==> config.mk <==
export PLATFORM = sky130hd
export DESIGN_NAME = cpu_bus_decoder
export DESIGN_NICKNAME = d
export VERILOG_FILES = /design/src/rtl/bus_params_pkg.sv /design/src/rtl/cpu_bus_decoder.sv
export SDC_FILE = /design/constraint.sdc
export NUM_CORES = 1
export LEC_CHECK = 0
export BUFFER_PORTS_ARGS = -buffer_cell sky130_fd_sc_hd__buf_2
export CAP_MARGIN = 20
export CORE_UTILIZATION = 37
export DETAILED_ROUTE_END_ITERATION = 16
export PLACE_DENSITY = 0.78
export RECOVER_POWER = 25
export SKIP_CTS_REPAIR_TIMING = 1
export SYNTH_ARGS = -nofsm -noshare
export SYNTH_HDL_FRONTEND = slang
export SYNTH_SLANG_ARGS = --single-unit
==> constraint.sdc <==
create_clock -name CPU_CKIO -period 0.8 [get_ports CPU_CKIO]
set_input_delay 0.08 -clock CPU_CKIO [delete_from_list [all_inputs] [get_ports CPU_CKIO]]
set_output_delay 0.08 -clock CPU_CKIO [all_outputs]
set_load 0.02 [all_outputs]
==> src/rtl/bus_params_pkg.sv <==
package bus_params_pkg;

  typedef logic [15:0] bus_data_t;
  typedef logic [1:0] bram_select_t;
  typedef logic [13:0] bram_addr_t;

  // Upper two bits of the CPU word address.
  localparam bram_select_t BRAM_SELECT_CONTROLLER = 2'd0;
  localparam bram_select_t BRAM_SELECT_MOD = 2'd1;
  localparam bram_select_t BRAM_SELECT_STM = 2'd2;
  localparam bram_select_t BRAM_SELECT_PWE_TABLE = 2'd3;

  // Controller register map.
  localparam bram_addr_t ADDR_CTL_FLAG = 14'h0000;  // Bit 0 is mod_enable.
  localparam bram_addr_t ADDR_VERSION = 14'h0001;
  localparam bram_addr_t ADDR_MOD_MEM_WR_SEGMENT = 14'h0020;
  localparam bram_addr_t ADDR_MOD_REQ_RD_SEGMENT = 14'h0021;
  localparam bram_addr_t ADDR_MOD_CYCLE0 = 14'h0022;
  localparam bram_addr_t ADDR_MOD_FREQ_DIV0_0 = 14'h0023;  // Low half.
  localparam bram_addr_t ADDR_MOD_FREQ_DIV0_1 = 14'h0024;  // High half.
  localparam bram_addr_t ADDR_MOD_CYCLE1 = 14'h0025;
  localparam bram_addr_t ADDR_MOD_FREQ_DIV1_0 = 14'h0026;
  localparam bram_addr_t ADDR_MOD_FREQ_DIV1_1 = 14'h0027;

  localparam bus_data_t VERSION_NUM = 16'h00A2;

  // One decoded bus write, 32 bits.
  typedef struct packed {
    bram_select_t select;
    bram_addr_t   addr;
    bus_data_t    data;
  } bram_wr_t;

endpackage

==> src/rtl/cpu_bus_decoder.sv <==
module cpu_bus_decoder (
  input  logic                        CPU_CKIO,
  input  logic                        rst_n,
  input  logic [16:0]                 cpu_addr,
  input  bus_params_pkg::bus_data_t   cpu_data_in,
  input  logic                        cpu_cn,
  input  logic                        cpu_we0_n,
  output bus_params_pkg::bram_wr_t    wr,
  output logic                        wr_valid,
  output bus_params_pkg::bram_addr_t  rd_addr,
  output bus_params_pkg::bram_select_t rd_select
);

  import bus_params_pkg::*;

  bram_select_t select_q;
  bram_addr_t   word_q;
  bus_data_t    data_q;
  logic         wr_act_q;
  logic         wr_act_d;

  // Bus sampled into the clock domain.
  always_ff @(posedge CPU_CKIO) begin
    if (!rst_n) begin
      select_q <= '0;
      word_q   <= '0;
      wr_act_q <= 1'b0;
      wr_act_d <= 1'b0;
    end else begin
      select_q <= cpu_addr[16:15];
      word_q   <= cpu_addr[14:1];  // Bit 0 is always 1.
      wr_act_q <= ~cpu_cn & ~cpu_we0_n;
      wr_act_d <= wr_act_q;
    end
  end

  always_ff @(posedge CPU_CKIO) begin
    data_q <= cpu_data_in;
  end

  // One command per strobe, at its leading edge.
  always_ff @(posedge CPU_CKIO) begin
    if (!rst_n) begin
      wr_valid <= 1'b0;
    end else begin
      wr_valid <= wr_act_q & ~wr_act_d;
    end
  end

  always_ff @(posedge CPU_CKIO) begin
    wr.select <= select_q;
    wr.addr   <= word_q;
    wr.data   <= data_q;
  end

  assign rd_addr   = word_q;
  assign rd_select = select_q;

endmodule

Yosys cells after proc, flatten, opt, wreduce, memory -nomap -nowiden. Index checks and enable logic that the tools add are counted.

Flip-flop bits (word level): 67. Latch bits: 0. Bits in writable memories: 0. Bits in read-only memories: 0. Input port bits: 37. Output and inout bits: 49. Logic and storage cells: 14. Memories kept: 0.

$add $sub $neg: 0. Multipliers: 0. Divide/modulo/power cells: 0. $lt $le $gt $ge: 0. Eq/ne operators: 0. Shifts and indexed selects: 0. Multiplexer cells: 0. Bitwise gates (word level): 5. Reduce and logical (&&, ||, !) cells: 0.

Operator list (count): inverter 1 bit (3); bitwise AND 1 bit (2).

Logic depth before layout (Yosys ltp).
Depth after elaboration: 2. Depth in mapped cells: 2. Mapped depth without buffers: 1.

Least setup slack after synthesis. Ideal clock, no wire load.

Path type: register to register. Start point: register wr_act_q. End point: register wr_valid. Setup time: 0.117 ns. Arrival: 0.463 ns. Data required time: 0.683 ns. Path slack: 0.220 ns. Stages on the path, launching flop included: 2. Path buffers: 0. Clock period less this slack: 0.580 ns. Cell sequence: dfxtp_1 -> and3b_2.

Cells in the longest elaborated chain, start to end: 1.

RTL lines: start, declared (line cpu_bus_decoder.sv:19) `logic wr_act_q;`; start signal, assigned (line cpu_bus_decoder.sv:32) `wr_act_q <= ~cpu_cn & ~cpu_we0_n;`; bitwise AND 1 bit (line cpu_bus_decoder.sv:46) `wr_valid <= wr_act_q & ~wr_act_d;`; end signal, assigned (line cpu_bus_decoder.sv:46); end, declared (line cpu_bus_decoder.sv:9) `output logic wr_valid,`.

Every way passes these cells. A chain may end at the register's enable or synchronous reset.

Final worst setup path.
Start point: register word_q[13] (netlist: rd_addr[13]). End point: output rd_addr[13].

RTL lines: start, declared (line cpu_bus_decoder.sv:17) `bram_addr_t word_q;`; start signal, assigned (line cpu_bus_decoder.sv:31) `word_q <= cpu_addr[14:1];`; end, declared (line cpu_bus_decoder.sv:10) `output bus_params_pkg::bram_addr_t rd_addr,`.

No word-level cell between the ends.

==> results.json <==
{
  "status": "complete, but fails checks",
  "violations": "negative setup slack",
  "postLayoutCellArea_um2": 2945,
  "drv_slew": 0,
  "grtUsageTotal_pct": 12.69,
  "crit_path_max_fanout": 2,
  "die_h_um": 65.52,
  "grt_max_degree": 20,
  "firstDrtPassIters": 4,
  "period_share_pct": 110.3,
  "antenna_cells": 0,
  "routedWlPerCell_um": 14.19,
  "die_width_um": 65.52,
  "worstMarginPinSlew_ns": 0.2241,
  "dp_cells": 218,
  "worstPathCellList": "buf_6",
  "wl_met2_um": 2065,
  "start_util_pct": 39.58,
  "layout.cells.non_filler": 269,
  "clkLatencyLatePin_ns": 0.33,
  "setup-violations-final": 49,
  "yosys_warnings": 0,
  "core_region_area_um2": 3771,
  "ant_nets": 0,
  "powerDensity_nw_per_um2": 2734,
  "clock.fmax_mhz": 1133,
  "worst_path_max_delay_cell": "dfxtp_2",
  "place.gp.congestion": 0.6060,
  "grt_pass1_wl_um": 3732,
  "hold_path_class": "input port to register",
  "routed.top_layer": "met4",
  "netlist_instances": 87,
  "clk_path_buf_depth": 2,
  "relSlewSlack_pct": 85.06,
  "cts_sinks": 67,
  "place_area_um2": 1962,
  "ys_types": 6,
  "vias_per_cell": 3.967,
  "vdd_drop_max_uv": 2053,
  "ios": 86,
  "synth-seq-cells": 67,
  "drc": 0,
  "syn-num-nets": 124,
  "cp.buffers_inverters": 1,
  "nets": 253,
  "grt_pass1_vias": 861,
  "cpLargestDelayFamily": "flip-flops",
  "die-area_um2": 4292,
  "dr.first_iter.drc_count": 45,
  "finalHoldViolCount": 0,
  "cp-start-kind": "register",
  "root_buffer": "clkbuf_8",
  "layout-drive-gt1-share_pct": 73.30,
  "leakage_nw": 1.350,
  "crit_type": "register to output port",
  "antenna_found_initial": 0,
  "h-tree-depth": 3,
  "fin_skew_ns": 0.004463,
  "yosysTopAreaCellShare_pct": 89.86,
  "overflow": 0,
  "critPathArrivalTime_ns": 0.80,
  "max_stage_delay_ns": 0.35,
  "area_growth_pct": 97.32,
  "route.met3.wl_um": 215,
  "syn_area_um2": 1493,
  "rows": 22,
  "clk_pin_slew_ns": 0.07,
  "met1_length_um": 1467,
  "synth_area_leaders": "dfxtp_1 90%, and2_2 6.5%, and2_1 1.7%, buf_6 0.75%, and3b_2 0.67%",
  "cts_tree": "yes",
  "cap_viol_max_count": 0,
  "avgSynthCellArea_um2": 17.16,
  "numCtsBuffers": 9,
  "yosysTopAreaCell": "dfxtp_1",
  "end_kind": "output port",
  "worstPathRequired_ns": 0.72,
  "yosysSeqAreaShare_pct": 89.86,
  "setup_tns_ns": -2.598,
  "rsz0062_at_grt": "true",
  "fin_crit_ns": 0.8825,
  "vias": 1067,
  "port_buffers": 84,
  "routed_wl_um": 3817,
  "fin_ws_ns": -0.08248
}
-- cell families after synthesis --
kind of cell	share of synthesized area, %
flops	89.86
simple gates	9.388
buf+inv	0.7543
-- state kept, by name, indices dropped and copies added (netlist names) --
name / cells
rd_addr: 14
wr: 32
wr_act_d: 1
wr_valid: 1
wr_act_q: 1
data_q: 16
rd_select: 2
-- per-layer routing --
metal,vias up,GRT usage (%)
li1,527,-
met1,478,11.64
met2,55,20.75
met3,7,6.424
met4,0,10.60
met5,-,0
-- synthesized netlist by cell type (all sizes together) --
cell type / instances
dfxtp: 67
and2: 17
and3b: 1
buf: 1
nor3b: 1
-- area by class of cell --
| cell class | count | area [µm²] |
|---|---|---|
| clock buffers | 9 | 123.9 |
| clock inverters | 7 | 146.4 |
| fillers | 210 | 825.8 |
| multi-input cells | 19 | 140.1 |
| flip-flops and latches | 67 | 1400 |
| well taps | 48 | 60.06 |
| repair buffers | 119 | 1075 |
-- report_power, final --
part	total, mW	switching (mW)	internal (mW)
sequential	3.63	0.0886	3.54
clock	3.71	1.29	2.42
combinational	0.720	0.287	0.433
-- metrics by stage --
stage,util [%],worst slack [ns],power [mW],hold WS (ns)
6_report,78.10,-0.08248,8.051,0.1265
5_1_grt,78.10,-0.1089,8.355,0.1598
4_1_cts,59.19,-0.1384,7.722,-0.1644
3_5_place_dp,52.02,0.1922,4.060,0.1842
3_3_place_gp,52.02,0.2036,4.048,0.1827
2_1_floorplan,-,0.2203,3.843,0.1077
-- path summary, 6_finish.rpt --
path,start,to,slack [ns],cells after the start
max reg2reg,wr_act_q,wr_valid,0.19,1
min,rst_n,wr_act_q,0.13,2
min reg2reg,data_q[2],wr[2],0.33,0
max,rd_addr[13],rd_addr[13],-0.08,1
-- cell usage in the layout, fill, tap and decap left out --
| master | count |
|---|---|
| buf_6 | 49 |
| and2_1 | 4 |
| nor3b_1 | 1 |
| and3b_2 | 1 |
| clkbuf_8 | 9 |
| inv_6 | 3 |
| dfxtp_1 | 20 |
| dlygate4sd3_1 | 34 |
| buf_4 | 1 |
| dfxtp_2 | 47 |
| and2_2 | 13 |
| buf_2 | 35 |
| bufinv_16 | 4 |
Note: power is estimated with default switching activity, not from simulation.
