### src/rtl/bus_params_pkg.sv
package bus_params_pkg;

  typedef logic [15:0] bus_data_t;
  typedef logic [1:0] bram_select_t;
  typedef logic [13:0] bram_addr_t;

  // Upper two bits of the CPU word address.
  localparam bram_select_t BRAM_SELECT_CONTROLLER = 2'd0;
  localparam bram_select_t BRAM_SELECT_MOD = 2'd1;
  localparam bram_select_t BRAM_SELECT_STM = 2'd2;
  localparam bram_select_t BRAM_SELECT_PWE_TABLE = 2'd3;

  // Controller register map.
  localparam bram_addr_t ADDR_CTL_FLAG = 14'h0000;  // Bit 0 is mod_enable.
  localparam bram_addr_t ADDR_VERSION = 14'h0001;
  localparam bram_addr_t ADDR_MOD_MEM_WR_SEGMENT = 14'h0020;
  localparam bram_addr_t ADDR_MOD_REQ_RD_SEGMENT = 14'h0021;
  localparam bram_addr_t ADDR_MOD_CYCLE0 = 14'h0022;
  localparam bram_addr_t ADDR_MOD_FREQ_DIV0_0 = 14'h0023;  // Low half.
  localparam bram_addr_t ADDR_MOD_FREQ_DIV0_1 = 14'h0024;  // High half.
  localparam bram_addr_t ADDR_MOD_CYCLE1 = 14'h0025;
  localparam bram_addr_t ADDR_MOD_FREQ_DIV1_0 = 14'h0026;
  localparam bram_addr_t ADDR_MOD_FREQ_DIV1_1 = 14'h0027;

  localparam bus_data_t VERSION_NUM = 16'h00A2;

  // One decoded bus write, 32 bits.
  typedef struct packed {
    bram_select_t select;
    bram_addr_t   addr;
    bus_data_t    data;
  } bram_wr_t;

endpackage

### src/rtl/mod_settings_pkg.sv
package mod_settings_pkg;

  typedef logic [7:0] intensity_t;
  typedef logic [14:0] mod_idx_t;
  typedef logic [31:0] freq_div_t;

  // Modulation settings as held by the controller.
  typedef struct packed {
    logic      mod_enable;
    logic      mem_wr_segment;
    logic      req_rd_segment;
    mod_idx_t  cycle0;  // Last index of segment 0.
    mod_idx_t  cycle1;  // Last index of segment 1.
    freq_div_t freq_div0;
    freq_div_t freq_div1;
  } mod_settings_t;

  // One output sample.
  typedef struct packed {
    logic       segment;
    mod_idx_t   idx;
    intensity_t intensity;
  } mod_sample_t;

endpackage

### src/rtl/controller_regs.sv
module controller_regs (
  input  logic                           CPU_CKIO,
  input  logic                           rst_n,
  input  bus_params_pkg::bram_wr_t       wr,
  input  logic                           wr_valid,
  input  bus_params_pkg::bram_addr_t     rd_addr,
  input  bus_params_pkg::bram_select_t   rd_select,
  output bus_params_pkg::bus_data_t      rd_data,
  output mod_settings_pkg::mod_settings_t settings
);

  import bus_params_pkg::*;
  import mod_settings_pkg::*;

  logic      wr_hit;
  bus_data_t rd_word;

  assign wr_hit = wr_valid && (wr.select == BRAM_SELECT_CONTROLLER);

  always_ff @(posedge CPU_CKIO) begin
    if (!rst_n) begin
      settings <= '0;
    end else if (wr_hit) begin
      case (wr.addr)
        ADDR_CTL_FLAG:           settings.mod_enable <= wr.data[0];
        ADDR_MOD_MEM_WR_SEGMENT: settings.mem_wr_segment <= wr.data[0];
        ADDR_MOD_REQ_RD_SEGMENT: settings.req_rd_segment <= wr.data[0];
        ADDR_MOD_CYCLE0:         settings.cycle0 <= wr.data[14:0];
        ADDR_MOD_CYCLE1:         settings.cycle1 <= wr.data[14:0];
        // Divisors are written in two halves.
        ADDR_MOD_FREQ_DIV0_0:    settings.freq_div0[15:0] <= wr.data;
        ADDR_MOD_FREQ_DIV0_1:    settings.freq_div0[31:16] <= wr.data;
        ADDR_MOD_FREQ_DIV1_0:    settings.freq_div1[15:0] <= wr.data;
        ADDR_MOD_FREQ_DIV1_1:    settings.freq_div1[31:16] <= wr.data;
        default: ;  // Version and unmapped addresses ignore writes.
      endcase
    end
  end

  // Read-back mux.
  always_comb begin
    rd_word = '0;
    case (rd_addr)
      ADDR_CTL_FLAG:           rd_word = {15'd0, settings.mod_enable};
      ADDR_VERSION:            rd_word = VERSION_NUM;
      ADDR_MOD_MEM_WR_SEGMENT: rd_word = {15'd0, settings.mem_wr_segment};
      ADDR_MOD_REQ_RD_SEGMENT: rd_word = {15'd0, settings.req_rd_segment};
      ADDR_MOD_CYCLE0:         rd_word = {1'b0, settings.cycle0};
      ADDR_MOD_CYCLE1:         rd_word = {1'b0, settings.cycle1};
      ADDR_MOD_FREQ_DIV0_0:    rd_word = settings.freq_div0[15:0];
      ADDR_MOD_FREQ_DIV0_1:    rd_word = settings.freq_div0[31:16];
      ADDR_MOD_FREQ_DIV1_0:    rd_word = settings.freq_div1[15:0];
      ADDR_MOD_FREQ_DIV1_1:    rd_word = settings.freq_div1[31:16];
      default:                 rd_word = '0;
    endcase
  end

  always_ff @(posedge CPU_CKIO) begin
    if (!rst_n) begin
      rd_data <= '0;
    end else begin
      rd_data <= (rd_select == BRAM_SELECT_CONTROLLER) ? rd_word : '0;
    end
  end

endmodule

### config.mk
export PLATFORM = sky130hd
export DESIGN_NAME = controller_regs
export DESIGN_NICKNAME = d
export VERILOG_FILES = /design/src/rtl/bus_params_pkg.sv /design/src/rtl/mod_settings_pkg.sv /design/src/rtl/controller_regs.sv
export SDC_FILE = /design/constraint.sdc
export NUM_CORES = 1
export LEC_CHECK = 0
export BUFFER_PORTS_ARGS = -buffer_cell sky130_fd_sc_hd__buf_4
export CAP_MARGIN = 20
export CORE_ASPECT_RATIO = 0.6
export CORE_UTILIZATION = 40
export CTS_BUF_LIST = sky130_fd_sc_hd__clkbuf_8
export CTS_CLUSTER_DIAMETER = 120
export DETAILED_ROUTE_END_ITERATION = 7
export PLACE_DENSITY = 0.65
export SYNTH_ARGS = -nofsm -noshare
export SYNTH_HDL_FRONTEND = slang
export SYNTH_SLANG_ARGS = --single-unit
### constraint.sdc
create_clock -name CPU_CKIO -period 2.1 [get_ports CPU_CKIO]
set_clock_uncertainty 0.2 [all_clocks]
set_input_delay 0.105 -clock CPU_CKIO [delete_from_list [all_inputs] [get_ports CPU_CKIO]]
set_output_delay 0.105 -clock CPU_CKIO [all_outputs]
set_load 0.01 [all_outputs]
* Word-level counts from Yosys, hierarchy flattened
Index checks and enable logic that the tools add are counted.
** Storage, ports and cells
- Bits in registers :: 113
- Bits of input ports :: 51
- Word-level logic and storage cells :: 43
** Operators by class
- Equal/unequal tests :: 17
- Muxes and demuxes :: 1
- Reduce and logical (&&, ||, !) cells :: 15
** Operator list (count)
- $eq A14 B6 Y1 const B :: 16
- $pmux W16 S10 :: 1
- $logic_not A14 Y1 :: 2
- $reduce_and A2 Y1 :: 10
- $eq A14 B1 Y1 const B :: 1
- $logic_not A2 Y1 :: 2
- $logic_and A1 B1 Y1 :: 1

* Depth between registers and ports, before layout
- Word-level depth :: 3
- Gate-level depth with buffers :: 7
- Depth with buffers taken out :: 4

* Least setup slack after synthesis
Ideal clock, no wire load.
- Path type :: in2reg
- Start :: input rd_addr[9]
- End :: register rd_data[12]
- Library setup time :: 74 ps
- Data arrival time :: 1633 ps
- Required time :: 1826 ps
- Slack :: 193 ps
- Cell stages on the path :: 6
- Path buffers :: 3
- Cells stage by stage :: or4_4 > buf_6 > or4_4 > buf_6 > buf_6 > a31oi_1
** On the way
- Word-level cells in the longest chain between the ends :: 2
- Elaborated cells between the ends (all ways) :: 11
- Classes of those cells :: eq/ne: 9; mux: 1; reduce/logical: 1
** RTL lines
- start, declared :: line controller_regs.sv:6 : input bus_params_pkg::bram_addr_t rd_addr,
- $eq A14 B6 Y1 (tied with other cells) :: line controller_regs.sv:43 : case (rd_addr)
- $pmux W16 S10 * :: line controller_regs.sv:43
- end signal, assigned :: line controller_regs.sv:62 : rd_data <= (rd_select == BRAM_SELECT_CONTROLLER) ? rd_word : '0;
- end, declared :: line controller_regs.sv:8 : output bus_params_pkg::bus_data_t rd_data,
Every way passes the cells marked *; elsewhere a longest branch is shown, timed or not.
A chain may end at the register's enable or synchronous reset.

* Worst setup path after layout
- Start :: input rd_addr[6]
- End :: register rd_data[15]
The elaborated chain is that of the path after synthesis.

==> run metrics <==
outcome=complete, but fails checks; failing checks=hold timing; Synth Instances=523; crit-path max FO=16; final hold vios=1; GP Congestion=0.895; Post-Syn Area=5060 um2; Worst Tran Pin Value=0.409 ns; Slew Limit Fails=0; GR Util met1=0.377; busiest grt layer=met2; library cells used by synthesis=51; Detailed Place HPWL=12.4 mm; Seq pwr share=0.479; hold slack=-0.0143 ns; area grow syn2layout=48.3%; synth warn=0; clk_lat worst skew=0.42 ns; Total Wirelength=18.2 mm; Filler cells=1035; port bufs=163; Tmin final=2.07 ns; Vias=5086; Core ar.=12200 um2; main area contributors after synthesis=dfxtp_1 (45%), mux2i_1 (20%), nand2_1 (9.0%), mux2_2 (2.9%), clkbuf_1 (1.7%); worst path required time=2.24 ns; GR Util met3=0.0806; Root Buffer=clkbuf_8; internal power=3440 uW; final setup TNS=0 ns; NumNets Final=794; Worst slew margin=0.726; met2 Track Usage GR=0.414; switching part of the total=0.231; CTS sink count=113; Mean Syn Cell Area=9.67 um2; fin crit share=0.988; H-tree depth=4; Logic pwr share=0.072; diodes inserted=0; Worst Hold Class=primary input to flop; worst setup path category=primary input to flop; Leak Pwr=0.00316 uW; Die Area=13100 um2; most frequent cells in the layout=buf_4 (186), nand2_1 (121), dfxtp_1 (113); vias per cell=5.53; final setup vio count=0; Routed Antenna Nets=0; overall routing resource usage=0.276; CTS tree=done; Max Cap Viol=0; Setup crit start kind=primary input; clock share of power=0.449; WL/cell=19.8 um; register area=2260 um2; Max VDD drop=0.428 mV; Final Total Pwr=4480 uW; pwr/cell area=597 nW/um2; Pre-antenna DRT Iters=7; RSZ-0062 raised after global routing=false; Seq/Total Area, Yosys=0.447; Starting Density=0.415; Synth Net Count=574; nature of the critical path endpoint=flop; Async SR Flop Fraction=0; Starting DRT DRC Count=388; vias in the first global route=4851; Yosys reg bits=113; clk slew on worst S/H paths=0.07 ns; ys flop type=dfxtp_1; maximum buffer depth of the clock tree=2; # DRC=0; largest area contributor in the netlist=dfxtp_1; Fmax=482 MHz; most common cell after layout, fill and taps aside=buf_4; Multi-input gate area=2660 um2; largest net degree at the start of global routing=84; first-pass GRT wire length=27.0 mm; Critical Path AT=2.21 ns; TritonCTS Buffers=17; I/O pins=164; fraction of layout cells with a size suffix above 1=0.340; Placement Rows=31; antenna violations before repair=0; DIE WIDTH=147 um; Die Height=89.1 um; Sw Pwr=1030 uW; number of flops mapped to enable cells by yosys=0; top cell type's share of synthesized area=0.447; GRT overflow=0
==> worst max-delay path: stages <==
cell and delay, ns:
buf_4 0.12, dlygate4sd3_1 0.55, or4_4 0.51, or4_4 0.67, nor3_1 0.25
==> synth_stat cells, drive strengths merged, types with 7 or more instances <==
cell,instances
nand2,121
nand4,7
a32oi,8
mux2i,102
a22oi,10
a21oi,8
nor2,13
clkbuf,23
nor3,7
a31oi,7
nor4,10
buf,12
dfxtp,113
mux2,13
==> per-stage QoR <==
stage	setup slack, ns	area, um2	instances	util
after floorplan	0.193	5060	523	-
after global placement	0.124	6600	844	0.542
after detailed placement	0.0495	6600	844	0.542
after CTS	0.0179	7410	917	0.608
after global routing	0.00221	7500	919	0.616
final	0.0260	7500	919	0.616
==> layer usage <==
metal  wire length, um  up-vias
met5                 0        -
met1              8420     2475
met2              7800      256
met3              1780       20
met4               216        0
li1                  -     2335
==> flip-flops by register name, indices dropped and copies added, names as in the netlist <==
register	count
rd_data	16
settings	97
==> final timing paths <==
kind,start,end,slack (ns),cells after the start
setup reg to reg,settings[96],rd_data[0],0.43,4
hold reg to reg,settings[51],settings[51],0.27,2
hold / removal,rd_addr[7],rd_data[0],-0.01,5
setup / recovery,rd_addr[6],rd_data[15],0.03,5
==> layout make-up <==
cell class | instances | area share
tap | 165 | 0.0275
multi-input combinational | 371 | 0.355
sequential | 113 | 0.302
timing repair buffer | 236 | 0.263
inverter | 4 | 0.00200
clock inverter | 9 | 0.0125
clock buffer | 21 | 0.0385
==> repair_timing <==
item                                    CTS  global route
hold buffers                             43             1
endpoints found under the setup margin    0           106
setup buffers                             0             1
resized for setup                         0            11
hold endpoints to repair                107             1
==> kinds of logic after synthesis <==
logic type / after synthesis / share of synthesized area
buffers and inverters: 39 / 0.0378
AOI/OAI and AO/OA: 58 / 0.0841
muxes: 116 / 0.235
and+or+nand+nor: 197 / 0.195
DFF: 113 / 0.447
==> power by group through the flow <==
stage / Clock [uW] / Combinational (uW) / Sequential (uW)
global placement: 0 / 244 / 2190
floorplan: 0 / 122 / 2190
CTS: 2020 / 309 / 2140
detailed placement: 0 / 250 / 2190
finish: 2010 / 324 / 2140
global route: 2110 / 343 / 2140
(Power assumes the default switching activity.)
