`config.mk`:
```
export PLATFORM = sky130hd
export DESIGN_NAME = mod_sequencer
export DESIGN_NICKNAME = d
export VERILOG_FILES = /design/src/rtl/mod_settings_pkg.sv /design/src/rtl/mod_sequencer.sv
export SDC_FILE = /design/constraint.sdc
export NUM_CORES = 1
export LEC_CHECK = 0
export BUFFER_PORTS_ARGS = -buffer_cell sky130_fd_sc_hd__buf_2
export CAP_MARGIN = 20
export CORE_MARGIN = 10
export CORE_UTILIZATION = 47
export CTS_BUF_LIST = sky130_fd_sc_hd__clkbuf_4
export DETAILED_ROUTE_END_ITERATION = 10
export PLACE_DENSITY_LB_ADDON = 0.3
export SYNTH_ARGS = -nofsm -noshare
export SYNTH_HDL_FRONTEND = slang
export SYNTH_SLANG_ARGS = --single-unit
```
`constraint.sdc`:
```
create_clock -name CPU_CKIO -period 4.97 [get_ports CPU_CKIO]
set_input_delay 1.2425 -clock CPU_CKIO [delete_from_list [all_inputs] [get_ports CPU_CKIO]]
set_output_delay 1.2425 -clock CPU_CKIO [all_outputs]
set_load 0.01 [all_outputs]
```
`src/rtl/mod_settings_pkg.sv`:
```
package mod_settings_pkg;

  typedef logic [7:0] intensity_t;
  typedef logic [14:0] mod_idx_t;
  typedef logic [31:0] freq_div_t;

  // Modulation settings as held by the controller.
  typedef struct packed {
    logic      mod_enable;
    logic      mem_wr_segment;
    logic      req_rd_segment;
    mod_idx_t  cycle0;  // Last index of segment 0.
    mod_idx_t  cycle1;  // Last index of segment 1.
    freq_div_t freq_div0;
    freq_div_t freq_div1;
  } mod_settings_t;

  // One output sample.
  typedef struct packed {
    logic       segment;
    mod_idx_t   idx;
    intensity_t intensity;
  } mod_sample_t;

endpackage

```
`src/rtl/mod_sequencer.sv`:
```
module mod_sequencer #(
  parameter int MOD_DEPTH = 2048
) (
  input  logic                            CPU_CKIO,
  input  logic                            rst_n,
  input  mod_settings_pkg::mod_settings_t settings,
  input  logic                            expire,
  input  mod_settings_pkg::intensity_t    rd_intensity,
  input  logic                            sample_ready,
  output logic                            start,
  output mod_settings_pkg::freq_div_t     freq_div,
  output logic                            rd_segment,
  output mod_settings_pkg::mod_idx_t      rd_idx,
  output mod_settings_pkg::mod_sample_t   sample,
  output logic                            sample_valid
);

  import mod_settings_pkg::*;

  localparam mod_idx_t LAST_IDX = mod_idx_t'(MOD_DEPTH - 1);

  typedef enum logic [1:0] {
    IDLE,
    FETCH,
    PRESENT,
    WAIT_TICK
  } state_t;

  state_t   state;
  logic     seg_q;
  mod_idx_t idx_q;
  logic     transfer;
  logic     fetch_seg;
  mod_idx_t fetch_idx;
  mod_idx_t cycle_sel;
  mod_idx_t next_idx;

  assign transfer = sample_valid & sample_ready;
  assign start    = transfer;

  // Active segment parameters.
  assign cycle_sel = seg_q ? settings.cycle1 : settings.cycle0;
  assign freq_div  = seg_q ? settings.freq_div1 : settings.freq_div0;
  assign next_idx  = (idx_q >= cycle_sel || idx_q >= LAST_IDX) ? '0 : idx_q + 1'b1;

  // Address of the next fetch; a new segment starts from index 0.
  assign fetch_seg = settings.req_rd_segment;
  assign fetch_idx = (state == IDLE || fetch_seg != seg_q) ? '0 : idx_q;

  assign rd_segment = fetch_seg;
  assign rd_idx     = fetch_idx;

  always_ff @(posedge CPU_CKIO) begin
    if (!rst_n) begin
      state        <= IDLE;
      seg_q        <= 1'b0;
      idx_q        <= '0;
      sample_valid <= 1'b0;
    end else if (!settings.mod_enable) begin
      state        <= IDLE;
      idx_q        <= '0;
      sample_valid <= 1'b0;
    end else begin
      case (state)
        IDLE: begin
          seg_q <= fetch_seg;
          idx_q <= fetch_idx;
          state <= FETCH;
        end
        FETCH: begin  // Memory output valid here.
          sample_valid <= 1'b1;
          state        <= PRESENT;
        end
        PRESENT: begin
          if (transfer) begin
            sample_valid <= 1'b0;
            idx_q        <= next_idx;
            state        <= WAIT_TICK;
          end
        end
        WAIT_TICK: begin
          if (expire) begin
            seg_q <= fetch_seg;
            idx_q <= fetch_idx;
            state <= FETCH;
          end
        end
        default: state <= IDLE;
      endcase
    end
  end

  // Held until the transfer.
  always_ff @(posedge CPU_CKIO) begin
    if (state == FETCH) begin
      sample.segment   <= seg_q;
      sample.idx       <= idx_q;
      sample.intensity <= rd_intensity;
    end
  end

endmodule

```
# After elaboration in Yosys (flattened, before gate mapping)
# Cells that the tools add are included.
# word_totals
register_bits	43
output_inout_bits	74
in_bits	109
# classes
n_mux	14
n_addsub	1
bitwise_logic	1
n_reduce_logical	11
magnitude_cmp	2
eq_ne	6
# ops
cell	n
15-bit 2-to-1 mux	5
15-bit one-hot mux with 3 select lines	1
32-bit 2-to-1 mux	1
15-bit by 1-bit adder with 15-bit output (second input constant)	1
15-bit by 11-bit greater-or-equal comparator with 1-bit output (second input constant)	1
15-bit greater-or-equal comparator	1
2-bit one-hot mux with 4 select lines	1
2-bit AND reduction	3
3-bit AND reduction	2
2-bit equality test (second input constant)	2
2-bit 2-to-1 mux	2
2-bit inequality test (second input constant)	2
1-bit one-hot mux with 2 select lines	2
2-bit nonzero test	2
3-bit nonzero test	1
2-bit by 1-bit equality test with 1-bit output (second input constant)	1
2-bit logical NOT	1
1-bit logical OR	2
1-bit 2-to-1 mux	2
1-bit bitwise AND	1
1-bit inequality test	1

# Logic depth before layout (Yosys ltp)
# Gate-level depths: netlist of run 1.
# depth
ltp_word	6
ltp_mapped	11

# Worst setup path after synthesis of run 1
# No wires, ideal clock.
# synth_path
kind	in2out
from	in settings[94] (netlist name)
to	out rd_idx[11]
t_arrival_ns	1.974
slack_ns	1.753
stages	3
n_path_buf	1
required_ns	3.728
path_cell_list	xnor2_1 > clkbuf_1 > and3_2
# synth_via
elab_chain_cells	3
# synth_lines
item	line_no	text
from (decl)	mod_sequencer.sv:6	input mod_settings_pkg::mod_settings_t settings,
1-bit inequality test	mod_sequencer.sv:48	assign fetch_idx = (state == IDLE || fetch_seg != seg_q) ? '0 : idx_q;
1-bit logical OR	mod_sequencer.sv:48	
15-bit 2-to-1 mux	mod_sequencer.sv:48	
to (decl)	mod_sequencer.sv:13	output mod_settings_pkg::mod_idx_t rd_idx,
# Every way passes these cells.

# Final worst setup path of run 1
# layout_path
from	reg seg_q
to	out freq_div[22]
# layout_via
elab_chain_cells	1
# layout_lines
item	line_no	text
from (decl)	mod_sequencer.sv:30	logic seg_q;
from (signal assigned)	mod_sequencer.sv:66	seg_q <= fetch_seg;
from (signal assigned)	mod_sequencer.sv:83	seg_q <= fetch_seg;
32-bit 2-to-1 mux	mod_sequencer.sv:43	assign freq_div = seg_q ? settings.freq_div1 : settings.freq_div0;
to (decl)	mod_sequencer.sv:11	output mod_settings_pkg::freq_div_t freq_div,
# Every way passes these cells.

==> flow_summary.toml, run 1 <==
[setup_path]
r2r-end = "idx_q[9]$_SDFFE_PN0P_"
reg2reg_from = "seg_q$_SDFFE_PN0P_"
required_ps = 3730
crit_chain = "buf_4, mux2_2, buf_2"
critPathKind = "reg -> out"
slowest_stage = "dfxtp_2"
critPathMaxStageDelay_ps = 910
cp-end-kind = "output pin"
cp-start-kind = "flip-flop"
crit_start = "seg_q$_SDFFE_PN0P_"
worstPathMaxFanout = 35
worstRegToRegCells = 8
cp_data_arrival_time_ps = 2080
reg2reg_slack_ps = 1910

[status]
status = "completed"

[drt]
drtAntennaViolNets = 0
drc = 0
detail_route.wirelength_mm = 8.93
vias_per_cell = 5.25
vias = 2664
post_drt_wl_per_cell_um = 17.6
drt-pass1-iter-count = 4
first_iter_violations = 147

[timing]
setup_viol = 0
clock_skew_ps = 16.0
rsz0062_at_grt = "false"
fmax_mhz = 301
slew_headroom_pct = 42.3
period_needed_ps = 3320
slew_viol_final = 0
worst_pin_slew_ps = 865
fin_tns_setup_ps = 0
finalHoldViolCount = 0
post-route-period-util_pct = 66.9

[die]
die_area_mm2 = 0.00929
fp.dieH_um = 96.4
start_util_pct = 49.2
fp-row-count = 27
core_area_mm2 = 0.00557
pin_count = 183
die_w_um = 96.4

[clocking]
cts_max_level = 2
ctsHoldBuffers = 0
clockBufferDepth = 2
cts_made_buffers = 5
cts_root_buffer = "clkbuf_4"
postCtsResizedCells = 0
tritoncts_num_sinks = 43
cts_tree = "built"
clk_pin_slew_ps = 130
clk_latency_ps = 350
cts_setup_buffers = 0

[synth]
synth.avg_cell_area_um2 = 10.9
synth.cell_area_mm2 = 0.00274
ys_seq_elements = 43
ys_async_sr_fraction_pct = 0
yosys.area.top_type = "edfxtp_1"
synth_fp_nets = 382
synth.area.top_cells = "edfxtp_1, dfxtp_1, mux2_2, ha_1, mux2i_1"
synth_top_area_share_pct = 26.3
synth-main-ff-cell = "edfxtp_1"
ys_types = 44
syn_inst = 252
ys_seq_area_share_pct = 40.2
yosysWarningCount = 0
synth_edf_count = 24

[global_route]
antenna_found_initial = 0
grt_pass1_vias = 2650
grt_usage_pct = 17.9
grt_max_degree = 36
overflow = 0
grt_pass1_wl_mm = 13.4

[layout]
drive_gt1_share_pct = 54.7
syn2layout_area_growth_pct = 39.2
design_area_mm2 = 0.00382
nets = 564
nFillCells = 448
multi_input_area_mm2 = 0.00156
stdcell_count = 507
sequential_cell_area_mm2 = 0.00110
antennaDiodeCount = 0

[pwr]
p_leak_nw = 1.90
power_density_mw_per_mm2 = 209
peakVddDrop_mv = 0.125

[placement]
place_inst = 498
dpl_cell_area_mm2 = 0.00371
hpwl_mm = 7.52
io_buffers = 181
gp_congestion = 0.838

[worst_hold_path]
min_to = "sample[21]$_DFFE_PN_"
hold_class = "reg -> reg"
min_path_cells = 0
worstHoldStart = "idx_q[13]$_SDFFE_PN0P_"

[job]
maxCapViolations = 0
final cells by class:
| cell class | instances | area share, % |
|---|---|---|
| multi-input cells | 192 | 40.8 |
| flip-flops and latches | 43 | 28.9 |
| repair buffers | 186 | 25.2 |
| well taps | 72 | 2.36 |
| clock inverters | 3 | 1.21 |
| clock buffers | 5 | 0.984 |
| inverters | 6 | 0.590 |
registers in the layout, indices dropped and copies added (netlist names):
name / count
sample: 24
state: 2
seg_q: 1
idx_q: 15
sample_valid: 1
layout by cell type, fill, tap and decap left out, drive strengths merged, types with 6 or more instances in the layout:
cell / n
edfxtp: 24
nand2: 21
a21oi: 9
ha: 21
nand3: 7
dfxtp: 19
and3: 18
inv: 7
mux2i: 15
mux2: 33
buf: 185
clkbuf: 6
nor2: 11
cell usage after synthesis (2+ instances only):
cell	n
edfxtp_1	24
a211oi_1	4
nor4_1	4
nand2b_1	2
clkbuf_1	3
mux2i_1	15
nand4_1	5
inv_1	6
nand2_1	20
and3_1	17
ha_1	21
mux2_2	33
o21ai_0	5
a22o_1	3
dfxtp_1	19
o41ai_1	4
nor2_1	11
a21o_1	3
a221o_1	3
buf_1	4
nand3_1	7
buf_6	2
nor2b_1	5
and2_1	4
a21oi_1	9
worst max-delay path: cells and delay by family, from the launching register on:
kind | cells | cell delay (ps)
multiplexers | 1 | 350
buffers and inverters | 2 | 460
flip-flops | 1 | 910
where the power goes:
| part | total [W] | switching (W) | leakage [nW] | internal (W) |
|---|---|---|---|---|
| combinational | 0.000177 | 0.0000839 | 1.47 | 0.0000936 |
| sequential | 0.000395 | 0.00000999 | 0.387 | 0.000385 |
| clock | 0.000223 | 0.000116 | 0.0418 | 0.000107 |
cells by family (layout without fill, tap and decap cells):
| family | Yosys count | after routing | share of synthesized area, % |
|---|---|---|---|
| muxes | 48 | 48 | 19.0 |
| buffers and inverters | 17 | 200 | 3.06 |
| DFF | 43 | 43 | 40.2 |
| adders and majority gates | 21 | 21 | 9.58 |
| AOI/OAI and AO/OA | 37 | 37 | 10.0 |
| and+or+nand+nor | 85 | 85 | 17.8 |
| xor gates and xnor gates | 1 | 1 | 0.320 |
worst max-delay path by stage:
stage	endpoint	slack, ps
after global routing	freq_div[21]	1490
after floorplan	rd_idx[11]	1750
after detailed placement	idx_q[9]$_SDFFE_PN0P_	1660
after CTS	freq_div[22]	1610
final	freq_div[22]	1650
after global placement	idx_q[7]$_SDFFE_PN0P_	1670
through the flow:
stage	worst slack, ps	power [W]	util (%)	hold WS, ps
global route	1490	0.000843	68.5	529
detailed placement	1660	0.000581	66.5	517
finish	1650	0.000796	68.5	524
floorplan	1750	0.000494	-	464
CTS	1610	0.000803	68.0	525
global placement	1670	0.000574	66.5	504
per-layer routing:
metal	share of wire [%]	vias up	track usage, %
met5	0	-	0
met4	0.82	0	4.00
met3	11	7	5.24
met2	50	132	31.8
met1	38	1203	20.8
li1	-	1322	-
No activity file was read; power rests on OpenSTA's default activity.
==> run 2: changes to the inputs <==
- CORE_UTILIZATION: 47 -> 43
- clock period: 4.97 -> 3.4 ns (I/O delays scaled with it)
==> run 2 against run 1 <==
Non-clock buffer count grew 1. Final cell count up 1.2%. Power up 47%. First-iteration DRC count fell by 2.7%. Critical path depth up 2. Register-to-register slack worse by 1400 ps. Global-route usage fell by 0.85 points. Clock skew up 9.7 ps. Hold slack better by 15 ps. Core utilization shrank 7.4 points. Critical path type unchanged. Critical endpoint is now rd_idx[4]. Largest power group unchanged.
==> flow_summary.toml, run 2 (synthesis results as in run 1) <==
[status]
status = "completed"

[job]
maxCapViolations = 0

[timing]
fmax_mhz = 330
worst_pin_slew_ps = 631
finalHoldViolCount = 0
post-route-period-util_pct = 89.0
slew_viol_final = 0
setup_viol = 0
slew_headroom_pct = 57.8
rsz0062_at_grt = "false"
period_needed_ps = 3030
fin_tns_setup_ps = 0
hold_slack_ps = 539
clock_skew_ps = 25.7

[placement]
gp_congestion = 0.833
dpl_cell_area_mm2 = 0.00372
place_inst = 504
hpwl_mm = 7.58
io_buffers = 181

[clocking]
ctsHoldBuffers = 0
tritoncts_num_sinks = 43
clk_pin_slew_ps = 140
clockBufferDepth = 2
cts_made_buffers = 5
cts_tree = "built"
cts_max_level = 2
clk_latency_ps = 360
cts_setup_buffers = 0
cts_root_buffer = "clkbuf_4"
postCtsResizedCells = 0

[layout]
largest_register_ffs = 24
top_regs = "sample: 24 flops, idx_q: 15 flops, state: 2 flops"
syn2layout_area_growth_pct = 39.8
final_common_cell = "buf_2"
stdcell_count = 513
nets = 565
drive_gt1_share_pct = 54.8
design_area_mm2 = 0.00383
fin_util_pct = 61.1
antennaDiodeCount = 0
layout_common_cells = "buf_2, mux2_2, edfxtp_1"
top_register = "sample"
nFillCells = 535

[die]
core_area_mm2 = 0.00628
fp-row-count = 29
die_w_um = 99.8
start_util_pct = 43.7
pin_count = 183
die_area_mm2 = 0.00997
fp.dieH_um = 99.8

[drt]
post_drt_wl_per_cell_um = 17.6
first_iter_violations = 143
vias = 2647
vias_per_cell = 5.16
detail_route.wirelength_mm = 9.03
drc = 0
drt-pass1-iter-count = 5
drtAntennaViolNets = 0

[setup_path]
required_ps = 2550
critPathKind = "reg -> out"
cp-start-kind = "flip-flop"
cp_data_arrival_time_ps = 2180
cp-end-kind = "output pin"
worstPathMaxFanout = 23

[global_route]
grt_pass1_vias = 2754
grt_pass1_wl_mm = 13.8
grt_usage_pct = 17.0
overflow = 0
grt_max_degree = 26
antenna_found_initial = 0

[worst_hold_path]
hold_class = "reg -> reg"

[pwr]
power_density_mw_per_mm2 = 306
p_leak_nw = 1.90
peakVddDrop_mv = 0.196
run 2: cell types whose count changed in the layout (fill, tap and decap cells not counted):
cell	delta
clkbuf_16	-1
buf_4	+1
buf_16	+1
run 2: worst paths after layout:
kind	startpoint	endpoint	slack (ps)	depth (start not counted)
max	seg_q$_SDFFE_PN0P_	rd_idx[4]	370	5
min	sample_valid$_SDFFE_PN0P_	sample_valid$_SDFFE_PN0P_	540	2
max reg2reg	seg_q$_SDFFE_PN0P_	idx_q[7]$_SDFFE_PN0P_	530	8
min reg2reg	sample_valid$_SDFFE_PN0P_	sample_valid$_SDFFE_PN0P_	540	2
run 2: critical path, stage by stage, from the launching register on:
cell     delay, ps
dfxtp_2        710
buf_4          390
xnor2_1        180
buf_4          180
and3_1         190
buf_2          150
run 2: power by group:
group	internal [W]	switching [W]
clock network	0.000157	0.000175
registers	0.000563	0.0000110
logic	0.000139	0.000126
run 2: per-stage QoR:
stage	setup WS, ps	total power, W
after floorplan	370	0.000722
after global placement	471	0.000841
after global routing	256	0.00123
final	374	0.00117
after CTS	314	0.00118
after detailed placement	459	0.000849
run 2: area by class of cell:
cell class | count | area [um2] | share of cell area [%]
Tap cell | 77 | 96.3 | 2.51
Inverter | 6 | 22.5 | 0.588
Clock inverter | 3 | 46.3 | 1.21
Multi-Input combinational cell | 192 | 1560 | 40.6
Sequential cell | 43 | 1100 | 28.8
Timing Repair Buffer | 187 | 971 | 25.3
Clock buffer | 5 | 37.5 | 0.979
run 2: per-layer routing:
metal | part of all wire [%] | track usage [%] | vias to the layer above
met5 | 0 | 0 | -
li1 | - | - | 1324
met1 | 38 | 18.3 | 1195
met4 | 1.3 | 7.06 | 0
met2 | 51 | 30.6 | 121
met3 | 9.2 | 4.67 | 7
