## config.mk

```make
export PLATFORM = sky130hd
export DESIGN_NAME = mod_sample_timer
export DESIGN_NICKNAME = d
export VERILOG_FILES = /design/src/rtl/mod_settings_pkg.sv /design/src/rtl/mod_sample_timer.sv
export SDC_FILE = /design/constraint.sdc
export NUM_CORES = 1
export LEC_CHECK = 0
export BUFFER_PORTS_ARGS = -buffer_cell sky130_fd_sc_hd__buf_2
export CAP_MARGIN = 0
export CORE_AREA = 2 2 53 75
export CTS_BUF_LIST = sky130_fd_sc_hd__clkbuf_4
export DETAILED_ROUTE_END_ITERATION = 8
export DIE_AREA = 0 0 55 77
export GPL_TIMING_DRIVEN = 1
export MAX_ROUTING_LAYER = met4
export PLACE_DENSITY = 0.81
export RECOVER_POWER = 25
export SYNTH_ARGS = -nofsm -noshare
export SYNTH_HDL_FRONTEND = slang
export SYNTH_SLANG_ARGS = --single-unit
```

## constraint.sdc

```tcl
create_clock -name CPU_CKIO -period 2.72 [get_ports CPU_CKIO]
set_input_delay 0.544 -clock CPU_CKIO [delete_from_list [all_inputs] [get_ports CPU_CKIO]]
set_output_delay 0.544 -clock CPU_CKIO [all_outputs]
set_load 0.05 [all_outputs]
```

## src/rtl/mod_settings_pkg.sv

```systemverilog
package mod_settings_pkg;

  typedef logic [7:0] intensity_t;
  typedef logic [14:0] mod_idx_t;
  typedef logic [31:0] freq_div_t;

  // Modulation settings as held by the controller.
  typedef struct packed {
    logic      mod_enable;
    logic      mem_wr_segment;
    logic      req_rd_segment;
    mod_idx_t  cycle0;  // Last index of segment 0.
    mod_idx_t  cycle1;  // Last index of segment 1.
    freq_div_t freq_div0;
    freq_div_t freq_div1;
  } mod_settings_t;

  // One output sample.
  typedef struct packed {
    logic       segment;
    mod_idx_t   idx;
    intensity_t intensity;
  } mod_sample_t;

endpackage

```

## src/rtl/mod_sample_timer.sv

```systemverilog
module mod_sample_timer (
  input  logic                        CPU_CKIO,
  input  logic                        rst_n,
  input  logic                        start,
  input  mod_settings_pkg::freq_div_t freq_div,
  output logic                        expire
);

  import mod_settings_pkg::*;

  freq_div_t cnt;
  freq_div_t load_val;

  assign load_val = (freq_div == '0) ? freq_div_t'(1) : freq_div;  // Zero runs as one.

  always_ff @(posedge CPU_CKIO) begin
    if (!rst_n) begin
      cnt    <= '0;
      expire <= 1'b0;
    end else if (start) begin
      cnt    <= load_val;
      expire <= 1'b0;
    end else if (cnt != '0) begin
      cnt    <= cnt - 1'b1;
      expire <= (cnt == freq_div_t'(1));
    end else begin
      expire <= 1'b0;  // Idle until the next start.
    end
  end

endmodule

```

Yosys cells after proc, flatten, opt, wreduce, memory -nomap -nowiden
Index checks and enable logic that the tools add are counted.

Add/sub/neg operators: 1. Equal/unequal tests: 1. Bitwise gates (word level): 2. Muxes and demuxes: 3. Reductions and logical operators: 4.

Operators with widths (number): 32-bit 2-to-1 mux (3); 32-bit by 1-bit == test with 1-bit output (second input constant) (1); 32-bit logical NOT (1); 32-bit nonzero test (1); 32-bit by 1-bit subtractor with 32-bit output (second input constant) (1); 3-bit OR reduction (1); 1-bit NOT (2); 2-bit nonzero test (1).

Register bits: 33.

Depth between registers and ports, before layout
Gate-level depths: netlist of the first run.

Word-level depth: 3. Depth in mapped cells: 8. Mapped depth without buffers: 7.

Worst setup path before layout of the first run
No wires, ideal clock.

Path kind: reg-to-reg. Start: register cnt[0]. End: register cnt[17]. Stages on the path, launching flop included: 9. Buffers on the path: 1. Setup slack: 0.757 ns. Required time: 2.582 ns. Arrival time: 1.825 ns. Cells stage by stage: dfxtp_1 inv_1 ha_1 nor3b_2 nand4_1 nor3_2 or2b_2 buf_6 a211oi_1.

Longest elaborated chain between the ends: 3.

RTL lines: start: declaration (RTL line mod_sample_timer.sv:11) `freq_div_t cnt;`; start signal: assignment (RTL line mod_sample_timer.sv:21) `cnt <= load_val;`; start signal: assignment (RTL line mod_sample_timer.sv:24) `cnt <= cnt - 1'b1;`; 32-bit by 1-bit subtractor with 32-bit output (RTL line mod_sample_timer.sv:24); 32-bit 2-to-1 mux (RTL line mod_sample_timer.sv:23) `end else if (cnt != '0) begin`; 32-bit 2-to-1 mux (RTL line mod_sample_timer.sv:20) `end else if (start) begin`.

Several ways; a longest one is shown, not always the timed one. The select of a mux whose other input is x is not followed. A chain may end at the register's enable or synchronous reset.

Worst setup path in the final report of the first run
Start: register cnt[1]. End: register cnt[23].

The elaborated chain is that of the path after synthesis.

==> results of run 1 <==
==> layout make-up <==
type | count | share of cell area (%)
Clock buffer | 6 | 1.997
Tap cell | 42 | 2.329
Multi-Input combinational cell | 194 | 53.19
Timing Repair Buffer | 43 | 10.87
Clock inverter | 2 | 1.498
Sequential cell | 33 | 29.28
Inverter | 5 | 0.8319
==> cell families after synthesis <==
kind of cell	count (synthesis)
and+or+nand+nor	113
AOI/OAI and AO/OA	65
DFF	33
buffers and inverters	16
xor gates and xnor gates	13
adders and majority gates	2
muxes	1
==> cells in the final DEF (no fill, tap or decap), types with 6 or more instances in the layout <==
master and n:
nor2_1 26, nor4_1 14, buf_2 33, nand2_1 30
dfxtp_1 33, clkbuf_4 6, o21ai_0 10, nand4_1 7
nor3_1 10, a21oi_1 23, buf_4 7, xnor2_1 10
==> worst max path at each step <==
stage,from,to,slack [ns],cells after the start
after floorplan,cnt[0],cnt[17],0.76,8
after global placement,freq_div[25],cnt[0],0.44,6
after detailed placement,freq_div[25],cnt[0],0.41,6
after CTS,cnt[1],cnt[23],0.55,9
after global routing,cnt[16],cnt[23],0.17,6
final,cnt[1],cnt[23],0.45,9
==> flip-flops by register name, summed over array words and instances, names as in the netlist <==
| register | count |
|---|---|
| expire | 1 |
| cnt | 32 |
==> worst max-delay path, cell delays in order (launching register included) <==
cell and delay [ns]:
dfxtp_1 0.35, inv_1 0.10, ha_1 0.22, nor3b_2 0.19, buf_4 0.18, nand4_1 0.12, nor3_1 0.42, or2b_2 0.29
buf_12 0.20, a211oi_1 0.06
==> per-layer routing <==
metal	wire length, um	global-route usage, %
met5	0	-
met4	195	13.41
met3	234	5.642
met1	1956	29.50
met2	2576	43.57
==> power groups by stage <==
stage / combinational [mW] / clock [mW] / sequential [mW]
final: 0.285 / 0.375 / 0.565
after global routing: 0.317 / 0.405 / 0.570
after CTS: 0.285 / 0.382 / 0.564
after detailed placement: 0.283 / 0 / 0.574
after global placement: 0.280 / 0 / 0.573
after floorplan: 0.200 / 0 / 0.565
==> metrics by stage <==
stage / instances / setup slack, ns / total power [mW] / hold slack [ns]
3_5_place_dp: 317 / 0.4149 / 0.8573 / 0.5278
6_report: 325 / 0.4473 / 1.225 / 0.4353
3_3_place_gp: 317 / 0.4377 / 0.8524 / 0.5135
5_1_grt: 325 / 0.1671 / 1.292 / 0.4228
4_1_cts: 325 / 0.5532 / 1.231 / 0.4279
2_1_floorplan: 243 / 0.7567 / 0.7653 / 0.4918
==> flow_summary.toml, run 1 <==
[outcome]
outcome = "finished clean"

[timing]
grt_setup_unrepaired = "no"
max_freq_mhz = 440.0
slew_viol_final = 0
fin_crit_ns = 2.273
slew_headroom_pct = 46.62
finalSetupTns_ns = 0
tightest_slew_ns = 0.7998
setup_viol = 0
clock_skew_ns = 0.01408
finalHoldViolCount = 0
timing.final.crit_share_pct = 83.55

[power_and_ir_drop]
p_seq_share_pct = 46.1
leakagePower_nw = 0.8530
p_sw_share_pct = 30.88
clock_power_share_pct = 30.6
combPwrFrac_pct = 23.3
powerDensity_nw_per_um2 = 543.0
power.internal_uw = 846.7
ir_drop_mv = 0.3987
switchingPower_uw = 378.3

[route]
wl_per_cell_um = 15.27
drt_iter0_markers = 52
routed_wl_mm = 4.962
drc = 0
ant_nets = 0
vias = 1964
viasPerCell = 6.043
first_pass_iters = 4

[hold_path]
hp-start = "freq_div[22]"
holdPathStages = 3
min_to = "cnt[22]"
hold_class = "input port to register"

[clock_network]
numCtsBuffers = 5
cts_tree = "done"
htree_num_levels = 2
clkLatencyLatePin_ns = 0.35
clock-sinks = 33
cts.repair.resized = 0
hold_buffers = 0
cts_root_buf = "clkbuf_4"
path_clk_slew_ns = 0.11
cts_buffer_depth = 2
cts_setup_buffers = 0

[synthesis]
postSynthAreaPerCell_um2 = 8.022
muxShareOfSynthArea_pct = 0.5135
synth-seq-cells = 33
synth_area_leaders = "dfxtp_1 34%, a21oi_1 5.9%, nand2_1 5.8%, nor2_1 5.0%, nor4_1 4.5%"
async_flop_share_pct = 0
syn_nets = 280
synth_top_area_share_pct = 33.89
synthAdderAreaFrac_pct = 1.284
yosysMostFrequentCell = "dfxtp_1"
syn_inst = 243
synth_top_family_by_area = "simple AND/OR/NAND/NOR gates"
synth_common_cells = "33 x dfxtp_1, 30 x nand2_1, 26 x nor2_1, 23 x a21oi_1, 14 x nor4_1"
seq_area_frac_synth_pct = 33.89
synth_edf_count = 0
synth_xor_area_share_pct = 5.841
synth_top_area_cell = "dfxtp_1"
synth-compound-area-share_pct = 21.82
netlist_area_um2 = 1949
yosysWarnings = 0
yosysUniqueCellTypes = 45
synth_ff_type = "dfxtp_1"
synth-simple-area-share_pct = 32.35

[grt]
track_usage_pct = 26.77
grt_pass1_wl_mm = 8.176
grt_overflow = 0
grt_pass1_vias = 1879
antenna_found_initial = 0
grt_max_degree = 27

[floorplanning]
die_y_um = 77
ioPinCount = 36
die_w_um = 55
row_count = 26
die_area_um2 = 4235
core-area_um2 = 3578
start_util_pct = 54.48

[cells_and_area]
fin_util_pct = 63.04
multi_input_area_um2 = 1200
num_antenna_cells = 0
syn_to_final_growth_pct = 15.73
design_area_um2 = 2256
nets = 319
drive_above_1_share_pct = 20.85
fillCellCount = 335
regArea_um2 = 660.6

[run]
maxCapViolCount = 0

[worst_setup_path]
rrSetupSlack_ns = 0.45
end_kind = "register"
worst_setup_path_start_kind = "register"
reg2reg_depth = 9
critPathRequiredTime_ns = 2.92
path_max_fanout = 25
critPathArrivalTime_ns = 2.48
critPathKind = "register to register"
reg2reg_from = "cnt[1]"
worst_r2r_endpoint = "cnt[23]"

[place]
hpwl_mm = 3.659
portBuffers = 35
place_congestion = 0.8753
placed_cell_area_um2 = 2185
(Power assumes the default switching activity.)
==> inputs of run 2 (changes only) <==
==> constraint.sdc (replaced) <==
create_clock -name CPU_CKIO -period 2.1 [get_ports CPU_CKIO]
set_input_delay 0.42 -clock CPU_CKIO [delete_from_list [all_inputs] [get_ports CPU_CKIO]]
set_output_delay 0.42 -clock CPU_CKIO [all_outputs]
set_load 0.05 [all_outputs]
==> flow_summary.toml, run 2 (synthesis gave the netlist of run 1 again) <==
[floorplanning]
core-area_um2 = 3578
start_util_pct = 54.48
ioPinCount = 36
die_w_um = 55
die_y_um = 77
die_area_um2 = 4235
row_count = 26

[route]
ant_nets = 0
viasPerCell = 6.045
routed_wl_mm = 4.994
first_pass_iters = 7
vias = 2013
drc = 0
wl_per_cell_um = 15.00
drt_iter0_markers = 71

[worst_setup_path]
critPathKind = "register to register"
critPathRequiredTime_ns = 2.39
path_max_fanout = 4
critPathArrivalTime_ns = 2.25
reg2reg_from = "cnt[1]"
end_kind = "register"
reg2reg_depth = 7
worst_setup_path_start_kind = "register"
rrSetupSlack_ns = 0.15
worst_r2r_endpoint = "cnt[30]"

[timing]
slew_headroom_pct = 61.21
holdWs_ns = 0.3086
fin_ws_ns = 0.1451
tightest_slew_ns = 0.5844
timing.final.crit_share_pct = 93.09
fin_crit_ns = 1.955
grt_setup_unrepaired = "no"
setup_viol = 0
max_freq_mhz = 511.5
finalSetupTns_ns = 0
slew_viol_final = 0
finalHoldViolCount = 0
clock_skew_ns = 0.01733

[grt]
track_usage_pct = 26.83
grt_pass1_wl_mm = 8.224
grt_util_met3_pct = 6.031
use_met1_pct = 30.16
grt.met2_usage_pct = 42.62
grt_pass1_vias = 1834
grt_overflow = 0
grt-busiest-layer = "met2"
grt_max_degree = 31
antenna_found_initial = 0

[power_and_ir_drop]
ir_drop_mv = 0.5316
power.total_mw = 1.610
leakagePower_nw = 0.8975
powerDensity_nw_per_um2 = 689.4

[cells_and_area]
final_cells = 333
design_area_um2 = 2335
fin_util_pct = 65.24
top_regs = "cnt x32, expire x1"
fillCellCount = 319
drive_above_1_share_pct = 23.02
syn_to_final_growth_pct = 19.77
largest_register = "cnt"
num_antenna_cells = 0
regArea_um2 = 660.6
multi_input_area_um2 = 1206
largest_reg_flops = 32
nets = 327
final_cell_mix = "33 x dfxtp_1, 33 x buf_2, 30 x nand2_1"

[place]
portBuffers = 35
placed_cell_area_um2 = 2257
hpwl_mm = 3.691
place_congestion = 0.8846
dpl.cell_count = 325
dp_slack_ns = -0.09646

[hold_path]
holdPathStages = 3
min_to = "cnt[24]"
hp-start = "freq_div[24]"
hold_class = "input port to register"

[clock_network]
cts_buffer_depth = 2
clkLatencyLatePin_ns = 0.35
cts_setup_buffers = 0
htree_num_levels = 2
cts_root_buf = "clkbuf_4"
clock-sinks = 33
cts.repair.resized = 0
path_clk_slew_ns = 0.11
hold_buffers = 0
numCtsBuffers = 5
cts_tree = "done"

[run]
maxCapViolCount = 0

[outcome]
outcome = "finished clean"
==> run 2: worst max-delay path, cell delays in order (launching register included) <==
cell,delay [ns]
dfxtp_1,0.35
inv_1,0.11
ha_1,0.24
nor3b_4,0.25
nand3_1,0.13
or4_1,0.53
a21o_1,0.19
a21oi_1,0.12
==> run 2: worst max path at each step <==
| stage | startpoint | end | slack [ns] | cells past startpoint |
|---|---|---|---|---|
| after detailed placement | freq_div[24] | cnt[0] | -0.1 | 6 |
| after CTS | cnt[1] | cnt[30] | 0.14 | 7 |
| after global routing | cnt[1] | cnt[30] | 0.005 | 7 |
| after global placement | freq_div[24] | cnt[0] | -0.05 | 6 |
| after floorplan | cnt[0] | cnt[17] | 0.14 | 8 |
| final | cnt[1] | cnt[30] | 0.15 | 7 |
==> run 2: layer usage <==
| layer | wire [um] | up-vias | share of wire, % |
|---|---|---|---|
| met3 | 272 | 17 | 5.4 |
| met2 | 2571 | 68 | 51 |
| met5 | 0 | - | 0 |
| met1 | 1983 | 930 | 40 |
| li1 | - | 998 | - |
| met4 | 167 | 0 | 3.3 |
==> run 2: area by class of cell <==
| type | count | area share [%] |
|---|---|---|
| clock buffers | 6 | 1.929 |
| clock inverters | 2 | 1.447 |
| inverters | 5 | 0.8039 |
| multi-input cells | 194 | 51.66 |
| flip-flops and latches | 33 | 28.30 |
| well taps | 42 | 2.251 |
| repair buffers | 51 | 13.61 |
==> run 2: where the power goes <==
part	leakage (nW)	internal (mW)	switching, mW
Clock	0.0433	0.261	0.224
Sequential	0.273	0.671	0.0591
Combinational	0.581	0.186	0.208
Total	0.897	1.12	0.491
==> inputs of run 3 (changes only) <==
--- a/config.mk
+++ b/config.mk
@@ -7,13 +7,13 @@
 export LEC_CHECK = 0
 export BUFFER_PORTS_ARGS = -buffer_cell sky130_fd_sc_hd__buf_2
 export CAP_MARGIN = 0
-export CORE_AREA = 2 2 53 75
+export CORE_AREA = 2 2 57 80
 export CTS_BUF_LIST = sky130_fd_sc_hd__clkbuf_4
 export DETAILED_ROUTE_END_ITERATION = 8
-export DIE_AREA = 0 0 55 77
+export DIE_AREA = 0 0 59 82
 export GPL_TIMING_DRIVEN = 1
 export MAX_ROUTING_LAYER = met4
-export PLACE_DENSITY = 0.81
+export PLACE_DENSITY = 0.72
 export RECOVER_POWER = 25
 export SYNTH_ARGS = -nofsm -noshare
 export SYNTH_HDL_FRONTEND = slang
==> flow_summary.toml, run 3 (synthesis gave the netlist of run 1 again) <==
[route]
first_pass_iters = 5
ant_nets = 0
drc = 0
routed_wl_mm = 5.019
viasPerCell = 5.838
vias = 1985
wl_per_cell_um = 14.76
drt_iter0_markers = 77

[place]
portBuffers = 35
hpwl_mm = 3.770
place_congestion = 0.8604
dp_slack_ns = 0.05396

[cells_and_area]
fin_util_pct = 56.66
largest_reg_flops = 32
multi_input_area_um2 = 1200
syn_to_final_growth_pct = 20.15
final_cell_mix = "34 x buf_2, 33 x dfxtp_1, 30 x nand2_1"
largest_register = "cnt"
num_antenna_cells = 0
top_regs = "cnt x32, expire x1"
regArea_um2 = 660.6
drive_above_1_share_pct = 24.75
fillCellCount = 409
nets = 333
layout_commonest_cell = "buf_2"

[grt]
grt_util_met3_pct = 4.252
track_usage_pct = 23.18
grt.met2_usage_pct = 39.44
grt_overflow = 0
use_met1_pct = 26.03
antenna_found_initial = 0
grt_max_degree = 31
grt_pass1_wl_mm = 8.286
grt-busiest-layer = "met2"
grt_pass1_vias = 1786

[timing]
fin_ws_ns = 0.08256
setup_viol = 0
timing.final.crit_share_pct = 96.07
fin_crit_ns = 2.017
tightest_slew_ns = 0.5870
max_freq_mhz = 495.7
finalSetupTns_ns = 0
grt_setup_unrepaired = "no"
slew_viol_final = 0
holdWs_ns = 0.3222
slew_headroom_pct = 61.03
finalHoldViolCount = 0
clock_skew_ns = 0.01968

[worst_setup_path]
worst_setup_path_start_kind = "register"
end_kind = "register"
critPathArrivalTime_ns = 2.26
critPathRequiredTime_ns = 2.34
path_max_fanout = 10
critPathKind = "register to register"

[clock_network]
numCtsBuffers = 5
cts_setup_buffers = 0
htree_num_levels = 2
cts_buffer_depth = 2
cts_root_buf = "clkbuf_4"
clkLatencyLatePin_ns = 0.34
path_clk_slew_ns = 0.11
clock-sinks = 33
cts.repair.resized = 0
cts_tree = "done"
hold_buffers = 0

[power_and_ir_drop]
powerDensity_nw_per_um2 = 626.8
leakagePower_nw = 0.9110
ir_drop_mv = 0.3788

[run]
maxCapViolCount = 0

[floorplanning]
row_count = 28
start_util_pct = 47.15
die_y_um = 82
core-area_um2 = 4134
die_w_um = 59
ioPinCount = 36
die_area_um2 = 4838

[outcome]
outcome = "finished clean"

[hold_path]
hold_class = "input port to register"
run 3: per-stage QoR:
step	power (mW)	area, um^2	std cells
2_1_floorplan	0.9912	1949	243
3_3_place_gp	1.141	2306	334
3_5_place_dp	1.146	2306	334
4_1_cts	1.476	2349	340
5_1_grt	1.567	2342	340
6_report	1.468	2342	340
run 3: worst paths after layout:
kind                start      end  slack (ns)  depth (start not counted)
max                cnt[8]  cnt[24]        0.08                          6
min          freq_div[22]  cnt[22]        0.32                          3
max reg2reg        cnt[8]  cnt[24]        0.08                          6
min reg2reg        cnt[0]   cnt[0]        0.53                          2
run 3: routing by layer:
metal,vias up,wire length [um]
met5,-,0
met1,909,2091
met3,10,177
met2,53,2626
li1,1013,-
met4,0,123
run 3: final cells by class:
cell class / instances / share of cell area (%)
multi-input combinational: 194 / 51.23
clock buffer: 5 / 1.603
inverter: 5 / 0.8013
tap: 45 / 2.404
clock inverter: 1 / 0.2137
sequential: 33 / 28.21
timing repair buffer: 57 / 15.54
run 3: worst max-delay path, cell delays in order (launching register included):
cell	delay, ns
dfxtp_1	0.40
nor4_4	0.49
nand3_1	0.19
buf_4	0.22
o31a_1	0.27
o21ai_0	0.24
a21oi_1	0.10
run 3: report_power, final:
part           total, mW  switching (mW)  internal, mW
clock network      0.333           0.217         0.116
logic              0.406           0.211         0.194
registers          0.730          0.0583         0.671
total               1.47           0.486         0.982
